===== src/hw/stream_switch_pkg.sv =====
/*
 * Shared defaults for the stream switch and the lane index width helper.
 * The lane count is expected to be a power of two so that every dest value names a lane.
 */

package stream_switch_pkg;

    // Width of the data field of each beat
    parameter int data_width_default = 32;

    // Width of the user sideband field
    parameter int user_width_default = 8;

    // Number of lanes, which is also the number of FIFOs
    parameter int lane_count_default = 4;

    // Depth of each lane FIFO in beats, not counting its output register
    parameter int fifo_depth_default = 8;

    // Bits needed to hold a lane index or a dest value
    // A single lane still gets one bit so that no port collapses to zero width
    function automatic int lane_index_width(input int lane_count);
        int width;
        width = $clog2(lane_count);
        if (width < 1) begin
            width = 1;
        end
        return width;
    endfunction

endpackage


===== src/hw/dest_demux.sv =====
/*
 * Zero latency dest decoder feeding the lane FIFOs.
 * A full addressed lane stalls the input even when other lanes have room.
 */

`timescale 1ns/1ps

module dest_demux #(
    parameter int data_width = stream_switch_pkg::data_width_default,
    parameter int user_width = stream_switch_pkg::user_width_default,
    parameter int lane_count = stream_switch_pkg::lane_count_default
) (
    input  logic                                                    in_valid,
    output logic                                                    in_ready,
    input  logic [data_width-1:0]                                   in_data,
    input  logic [user_width-1:0]                                   in_user,
    input  logic                                                    in_last,
    input  logic [stream_switch_pkg::lane_index_width(lane_count)-1:0] in_dest,
    output logic [lane_count-1:0]                                   lane_valid,
    input  logic [lane_count-1:0]                                   lane_ready,
    output logic [data_width-1:0]                                   lane_data,
    output logic [user_width-1:0]                                   lane_user,
    output logic                                                    lane_last
);

    import stream_switch_pkg::*;

    localparam int index_width = lane_index_width(lane_count);

    // The payload goes to every lane, only the valid decides which one takes it
    assign lane_data = in_data;
    assign lane_user = in_user;
    assign lane_last = in_last;

    // One-hot decode of dest, qualified by the input valid
    always_comb begin
        lane_valid = '0;
        for (int lane = 0; lane < lane_count; lane++) begin
            if (in_dest == index_width'(lane)) begin
                lane_valid[lane] = in_valid;
            end
        end
    end

    // The input sees only the ready of the lane it is aiming at
    // Ready does not depend on in_valid, so there is no combinational loop back
    always_comb begin
        in_ready = 1'b0;
        for (int lane = 0; lane < lane_count; lane++) begin
            if (in_dest == index_width'(lane)) begin
                in_ready = lane_ready[lane];
            end
        end
    end

endmodule


===== src/hw/stream_fifo.sv =====
/*
 * Circular buffer stream FIFO with a registered output stage.
 * Holds up to depth beats in memory plus one in the output register.
 * A beat written at one edge reaches out_valid one edge later at the earliest.
 */

`timescale 1ns/1ps

module stream_fifo #(
    parameter int data_width = stream_switch_pkg::data_width_default,
    parameter int user_width = stream_switch_pkg::user_width_default,
    parameter int depth      = stream_switch_pkg::fifo_depth_default
) (
    input  logic                  clock,
    input  logic                  reset,
    input  logic                  in_valid,
    output logic                  in_ready,
    input  logic [data_width-1:0] in_data,
    input  logic [user_width-1:0] in_user,
    input  logic                  in_last,
    output logic                  out_valid,
    input  logic                  out_ready,
    output logic [data_width-1:0] out_data,
    output logic [user_width-1:0] out_user,
    output logic                  out_last
);

    localparam int ptr_width  = (depth > 1) ? $clog2(depth) : 1;
    localparam int beat_width = data_width + user_width + 1;

    // Beat storage, packed as last, user, data
    logic [beat_width-1:0] memory [depth];

    logic [ptr_width-1:0] write_ptr;
    logic [ptr_width-1:0] read_ptr;

    // Number of beats waiting in memory, the output register is not counted
    logic [ptr_width:0] fill_level;

    logic do_write;
    logic do_read;

    // Step a pointer by one and wrap it at the depth
    function automatic logic [ptr_width-1:0] next_ptr(input logic [ptr_width-1:0] ptr);
        logic [ptr_width-1:0] result;
        if (ptr == ptr_width'(depth - 1)) begin
            result = '0;
        end else begin
            result = ptr + 1'b1;
        end
        return result;
    endfunction

    // Full means the memory holds depth beats
    assign in_ready = (fill_level != (ptr_width + 1)'(depth));

    assign do_write = in_valid && in_ready;

    // The output register reloads whenever it is empty or its beat is leaving
    // This keeps a steady stream at one beat per cycle
    assign do_read = (fill_level != '0) && (!out_valid || out_ready);

    always_ff @(posedge clock) begin
        if (!reset) begin
            write_ptr  <= '0;
            read_ptr   <= '0;
            fill_level <= '0;
            out_valid  <= 1'b0;
        end else begin
            if (do_write) begin
                write_ptr <= next_ptr(write_ptr);
            end
            if (do_read) begin
                read_ptr  <= next_ptr(read_ptr);
                out_valid <= 1'b1;
            end else if (out_ready) begin
                // The beat left and memory had nothing behind it
                out_valid <= 1'b0;
            end
            // A read and a write in the same cycle leave the level unchanged
            case ({do_write, do_read})
                2'b10:   fill_level <= fill_level + 1'b1;
                2'b01:   fill_level <= fill_level - 1'b1;
                default: fill_level <= fill_level;
            endcase
        end
    end

    // Memory and output payload carry no reset, out_valid qualifies them
    always_ff @(posedge clock) begin
        if (do_write) begin
            memory[write_ptr] <= {in_last, in_user, in_data};
        end
        if (do_read) begin
            {out_last, out_user, out_data} <= memory[read_ptr];
        end
    end

endmodule


===== src/hw/rr_merger.sv =====
/*
 * Packet atomic round robin merger over all lane FIFOs.
 * A grant holds from the first presented beat until a beat with last transfers.
 * The output is combinational from the grant state and the lane inputs.
 */

`timescale 1ns/1ps

module rr_merger #(
    parameter int data_width = stream_switch_pkg::data_width_default,
    parameter int user_width = stream_switch_pkg::user_width_default,
    parameter int lane_count = stream_switch_pkg::lane_count_default
) (
    input  logic                                                    clock,
    input  logic                                                    reset,
    input  logic [lane_count-1:0]                                   lane_valid,
    output logic [lane_count-1:0]                                   lane_ready,
    input  logic [lane_count*data_width-1:0]                        lane_data,
    input  logic [lane_count*user_width-1:0]                        lane_user,
    input  logic [lane_count-1:0]                                   lane_last,
    output logic                                                    out_valid,
    input  logic                                                    out_ready,
    output logic [data_width-1:0]                                   out_data,
    output logic [user_width-1:0]                                   out_user,
    output logic                                                    out_last,
    output logic [stream_switch_pkg::lane_index_width(lane_count)-1:0] out_dest
);

    import stream_switch_pkg::*;

    localparam int index_width = lane_index_width(lane_count);

    // Set while a lane owns the output
    logic busy;
    // Lane that owns the output while busy
    logic [index_width-1:0] grant;
    // Lane where the next round robin search starts
    logic [index_width-1:0] pointer;

    logic [index_width-1:0] pick;
    logic [index_width-1:0] active;
    logic                   last_transfer;

    // First requesting lane at or after the pointer
    // Scanning downward lets the lowest offset win; with no request pick stays at the pointer
    always_comb begin
        pick = pointer;
        for (int offset = lane_count - 1; offset >= 0; offset--) begin
            if (lane_valid[(int'(pointer) + offset) % lane_count]) begin
                pick = index_width'((int'(pointer) + offset) % lane_count);
            end
        end
    end

    // An idle merger serves the picked lane in the same cycle
    assign active = busy ? grant : pick;

    assign out_valid = lane_valid[active];
    assign out_data  = lane_data[active*data_width +: data_width];
    assign out_user  = lane_user[active*user_width +: user_width];
    assign out_last  = lane_last[active];
    assign out_dest  = active;

    // Only the lane on the output sees out_ready
    always_comb begin
        lane_ready = '0;
        lane_ready[active] = out_ready;
    end

    assign last_transfer = out_valid && out_ready && out_last;

    always_ff @(posedge clock) begin
        if (!reset) begin
            busy    <= 1'b0;
            grant   <= '0;
            pointer <= '0;
        end else if (last_transfer) begin
            // Packet done, the search restarts just past the lane that was served
            busy <= 1'b0;
            if (active == index_width'(lane_count - 1)) begin
                pointer <= '0;
            end else begin
                pointer <= active + 1'b1;
            end
        end else if (!busy && out_valid) begin
            // A beat is on the output, so the choice is frozen until its packet ends
            // This keeps the output steady under back-pressure
            busy  <= 1'b1;
            grant <= pick;
        end
    end

endmodule


===== src/hw/stream_switch.sv =====
/*
 * Stream packet switch built from a dest demux, one FIFO per lane and a round robin merger.
 * out_dest names the lane a beat came from; a full addressed lane stalls the whole input.
 * The lane count must be a power of two.
 */

`timescale 1ns/1ps

module stream_switch #(
    parameter int data_width = stream_switch_pkg::data_width_default,
    parameter int user_width = stream_switch_pkg::user_width_default,
    parameter int lane_count = stream_switch_pkg::lane_count_default,
    parameter int fifo_depth = stream_switch_pkg::fifo_depth_default
) (
    input  logic                                                    clock,
    input  logic                                                    reset,
    input  logic                                                    in_valid,
    output logic                                                    in_ready,
    input  logic [data_width-1:0]                                   in_data,
    input  logic [user_width-1:0]                                   in_user,
    input  logic                                                    in_last,
    input  logic [stream_switch_pkg::lane_index_width(lane_count)-1:0] in_dest,
    output logic                                                    out_valid,
    input  logic                                                    out_ready,
    output logic [data_width-1:0]                                   out_data,
    output logic [user_width-1:0]                                   out_user,
    output logic                                                    out_last,
    output logic [stream_switch_pkg::lane_index_width(lane_count)-1:0] out_dest
);

    // Demux side of each lane, with the payload shared by all FIFOs
    logic [lane_count-1:0] demux_valid;
    logic [lane_count-1:0] demux_ready;
    logic [data_width-1:0] demux_data;
    logic [user_width-1:0] demux_user;
    logic                  demux_last;

    // Merger side of each lane, payload flattened with lane 0 in the low bits
    logic [lane_count-1:0]            fifo_valid;
    logic [lane_count-1:0]            fifo_ready;
    logic [lane_count*data_width-1:0] fifo_data;
    logic [lane_count*user_width-1:0] fifo_user;
    logic [lane_count-1:0]            fifo_last;

    dest_demux #(
        .data_width(data_width),
        .user_width(user_width),
        .lane_count(lane_count)
    ) demux0 (
        .in_valid  (in_valid),
        .in_ready  (in_ready),
        .in_data   (in_data),
        .in_user   (in_user),
        .in_last   (in_last),
        .in_dest   (in_dest),
        .lane_valid(demux_valid),
        .lane_ready(demux_ready),
        .lane_data (demux_data),
        .lane_user (demux_user),
        .lane_last (demux_last)
    );

    for (genvar lane = 0; lane < lane_count; lane++) begin : g_lane
        stream_fifo #(
            .data_width(data_width),
            .user_width(user_width),
            .depth     (fifo_depth)
        ) fifo0 (
            .clock    (clock),
            .reset    (reset),
            .in_valid (demux_valid[lane]),
            .in_ready (demux_ready[lane]),
            .in_data  (demux_data),
            .in_user  (demux_user),
            .in_last  (demux_last),
            .out_valid(fifo_valid[lane]),
            .out_ready(fifo_ready[lane]),
            .out_data (fifo_data[lane*data_width +: data_width]),
            .out_user (fifo_user[lane*user_width +: user_width]),
            .out_last (fifo_last[lane])
        );
    end

    rr_merger #(
        .data_width(data_width),
        .user_width(user_width),
        .lane_count(lane_count)
    ) merger0 (
        .clock     (clock),
        .reset     (reset),
        .lane_valid(fifo_valid),
        .lane_ready(fifo_ready),
        .lane_data (fifo_data),
        .lane_user (fifo_user),
        .lane_last (fifo_last),
        .out_valid (out_valid),
        .out_ready (out_ready),
        .out_data  (out_data),
        .out_user  (out_user),
        .out_last  (out_last),
        .out_dest  (out_dest)
    );

endmodule


===== config.mk =====
export PLATFORM = sky130hd
export DESIGN_NAME = stream_switch
export DESIGN_NICKNAME = d
export VERILOG_FILES = /design/src/hw/stream_switch_pkg.sv /design/src/hw/dest_demux.sv /design/src/hw/stream_fifo.sv /design/src/hw/rr_merger.sv /design/src/hw/stream_switch.sv
export SDC_FILE = /design/constraint.sdc
export NUM_CORES = 2
export LEC_CHECK = 0
export BUFFER_PORTS_ARGS = -buffer_cell sky130_fd_sc_hd__buf_2
export CAP_MARGIN = 20
export CORE_MARGIN = 2
export CORE_UTILIZATION = 62
export CTS_BUF_LIST = sky130_fd_sc_hd__clkbuf_2 sky130_fd_sc_hd__clkbuf_4 sky130_fd_sc_hd__clkbuf_8
export DETAILED_ROUTE_END_ITERATION = 8
export GPL_TIMING_DRIVEN = 0
export PLACE_DENSITY_LB_ADDON = 0.2
export REMOVE_ABC_BUFFERS = 1
export SYNTH_ARGS = -nofsm -noshare
export SYNTH_HDL_FRONTEND = slang
export SYNTH_HIERARCHICAL = 1
export SYNTH_SLANG_ARGS = --single-unit

===== constraint.sdc =====
create_clock -name clock -period 10.3 [get_ports clock]
set_input_delay 2.575 -clock clock [delete_from_list [all_inputs] [get_ports clock]]
set_output_delay 2.575 -clock clock [all_outputs]
set_load 0.005 [all_outputs]

==> reports/metrics.cfg <==
[synth]
synth_common_cells = 1476 x edfxtp_1, 294 x mux4_2, 201 x nand2_1, 164 x mux2_2, 49 x dfxtp_1
netlist-cell-type-count = 60
postSynthCellCount = 2766
synth_edf_count = 1476
yosysMostFrequentCell = edfxtp_1
synth_area_per_cell_um2 = 21.4
ys_seq_area_frac = 0.764
yosys_warnings = 6
synth.area.top_cells = edfxtp_1 75%, mux4_2 11%, mux2_2 3.1%, dfxtp_1 1.7%, mux4_1 1.6%
ys_ff_latch = 1525
synth_top_area_cell = edfxtp_1
synthArstFlopShare = 0
synth_area_um2 = 59300
synth_ff_type = edfxtp_1
synth_top_area_share = 0.747

[setup_path]
reg2reg_slack_ns = 5.17
endpoint_kind = output pin
path_max_fanout = 47
cpPeakStageDelay_ns = 0.63
crit_chain = and3b_1 > nor4_1 > o31a_2 > buf_16 > inv_4 > buf_16 > nand2_1 > and3_1 > a31oi_1 > buf_2
r2r_end = g_lane[0].fifo0/fill_level[2]$_SDFFE_PN0P_
worstSetupPathType = reg2out
cpMostUsedCell = buf_16
worstPathArrival_ns = 4.67
cp_slowest_cell = o31a_2
regToRegStartpoint = g_lane[0].fifo0/out_valid$_SDFFE_PN0P_
cp.required_ns = 7.73
startpoint_type = flop
r2r_cells = 16

[cts]
post_cts_buffers = 0
clkLatencyLatePin_ns = 0.88
cts_root_buf = clkbuf_8
clock-sinks = 1525
cts.htree.levels = 4
post_cts_resize_count = 0
cts_hold_buf = 0
cts_tree = yes
numCtsBuffers = 226
path_clk_slew_ns = 0.07
clock_path_buffers = 3

[timing]
tns_ns = 0
setup_viol = 0
finClkSkew_ns = 0.0383
setup_ws_ns = 3.06
final.min_clock_period_ns = 7.24
rsz0062_at_grt = false
fin_hold_ws_ns = 0.488
slew_headroom = 0.326
drv_slew = 0
fin_crit_sh = 0.703
fmax_mhz = 138
hold_viol = 0
worst_pin_slew_ns = 1.01

[grt]
grt_pass1_vias = 29900
grt_pass1_wl_um = 190000
grt.overflow.total = 0
antenna_found_initial = 3
grt_max_degree = 59
grtUsageTotal = 0.267

[detailed_routing]
drcViolationCount = 0
routed-via-count = 28600
ant_nets = 0
wire_per_inst_um = 28.2
vias_per_cell = 6.31
wl_um = 128000
first_pass_iters = 5
drtIter0Drc = 3306

[floorplanning]
die_area_um2 = 98100
initial_core_util = 0.625
die_x_um = 313
core_region_area_um2 = 94900
ios = 92
die_y_um = 313
rows = 113

[layout]
area_delta_synth_final_pct = 13.4
final_area_um2 = 67300
drive_above_1_share = 0.349
finalNetCount = 3154
fill_cells = 5443

[pwr]
p_leak_nw = 21.7
powerDensity_nw_per_um2 = 250
seqPwrFrac = 0.464
switching_power_mw = 4.98
intPower_mw = 11.8
vdd.ir_drop.worst_mv = 0.159
clkPwrFrac = 0.282
pwr-share-comb = 0.255
switching_share = 0.296

[run]
maxCapViolCount = 0

[worst_hold_path]
hold_path.class = reg2reg
worstHoldEndpoint = merger0/grant[1]$_SDFFE_PN0P_
worstHoldPathCells = 2
min_from = merger0/grant[1]$_SDFFE_PN0P_

[placement]
gp_congestion = 0.716
place_ws_ns = 4.02
dp_hpwl_um = 82100
placed_cell_area_um2 = 62800
io_buffer_count = 91

[run_status]
outcome = completed

[power by group through the flow]
| stage | Sequential [mW] | Clock [mW] | Combinational (mW) |
|---|---|---|---|
| final | 7.80 | 4.74 | 4.29 |
| after global routing | 7.85 | 5.10 | 4.57 |
| after CTS | 7.80 | 4.83 | 4.32 |
| after detailed placement | 7.93 | 0 | 4.30 |
| after global placement | 8.33 | 0 | 3.88 |
| after floorplan | 8.03 | 0 | 2.39 |
[kinds of logic (layout without fill, tap and decap cells)]
| group | after synthesis | in the layout | synth area share |
|---|---|---|---|
| AO/OA/AOI/OAI | 105 | 105 | 0.0117 |
| XOR/XNOR | 12 | 12 | 0.00177 |
| adder cells (fa/ha/maj) | 32 | 32 | 0.00675 |
| buffers and inverters | 188 | 689 | 0.0207 |
| flip-flops | 1525 | 1525 | 0.764 |
| multiplexers | 519 | 519 | 0.163 |
| other | 0 | 5 | 0 |
| AND/OR/NAND/NOR | 385 | 385 | 0.0324 |
[metrics by stage]
stage | cells | power, mW | utilization
2_1_floorplan | 2585 | 10.4 | -
3_3_place_gp | 3941 | 12.2 | 0.634
3_5_place_dp | 4112 | 12.2 | 0.662
4_1_cts | 4532 | 17.0 | 0.709
5_1_grt | 4537 | 17.5 | 0.709
6_report | 4537 | 16.8 | 0.709
[sequential cells by signal, indices dropped and copies added (netlist names), 4 cells and up]
| signal | count |
|---|---|
| g_lane.fifo0/read_ptr | 12 |
| g_lane.fifo0/memory | 1312 |
| g_lane.fifo0/out_data | 128 |
| g_lane.fifo0/out_last | 4 |
| g_lane.fifo0/fill_level | 16 |
| g_lane.fifo0/out_user | 32 |
| g_lane.fifo0/write_ptr | 12 |
| g_lane.fifo0/out_valid | 4 |
[layout by cell type, fill, tap and decap left out, types with 7 or more instances in the layout]
cell      instances
nand3_1          11
edfxtp_1       1476
mux2_2          164
mux2i_1          26
clkinv_2         30
clkinv_1         63
ha_1             32
dfxtp_4          12
mux4_2          294
and3_1           40
buf_4            34
or3_1             8
buf_12           37
nand2_1         201
o21ai_0          15
nor2_4           12
mux4_1           35
dfxtp_1          37
buf_16           14
buf_2            91
buf_6            80
nor2b_1          20
clkbuf_4         78
nand3b_1          7
clkbuf_8        228
nor3_2           17
and2_1            8
a21boi_1         12
a21boi_0         11
a31oi_1          41
xor2_1            8
nand2b_1         17
inv_6             7
[layout make-up]
type	instances	area, um^2	area share
Antenna cell	5	12.5	0.000186
Clock buffer	306	3720	0.0554
Clock inverter	114	707	0.0105
Sequential cell	1525	45300	0.674
Inverter	7	28.8	0.000428
Tap cell	1265	1580	0.0235
Timing Repair Buffer	262	2830	0.0420
Multi-Input combinational cell	1053	13000	0.194
[routing by layer]
metal  vias to the layer above  track usage  part of all wire
met5                         -            0                 0
met4                         0       0.0762             0.022
met3                       199       0.0453             0.075
met2                      1277        0.446              0.51
met1                     15100        0.372              0.39
li1                      12000            -                 -
[critical path, delay by kind of cell, from the launching register on]
family                 cells  cell delay, ns
buffers and inverters      4            1.46
AOI/OAI and AO/OA          2            1.09
DFF                        1            0.59
and+or+nand+nor            4            0.57
[how the worst max path moves through the flow]
stage	startpoint	end	slack, ns
after floorplan	in_dest[1]	g_lane[0].fifo0/memory[0][0]$_DFFE_PP_	2.64
after global placement	in_dest[1]	g_lane[0].fifo0/memory[0][28]$_DFFE_PP_	-3.78
after detailed placement	g_lane[0].fifo0/out_valid$_SDFFE_PN0P_	out_data[23]	4.02
after CTS	g_lane[0].fifo0/out_valid$_SDFFE_PN0P_	out_data[23]	3.04
after global routing	g_lane[3].fifo0/out_valid$_SDFFE_PN0P_	out_data[18]	2.90
final	g_lane[0].fifo0/out_valid$_SDFFE_PN0P_	out_data[23]	3.06
Power figures use the tool's default switching activity.
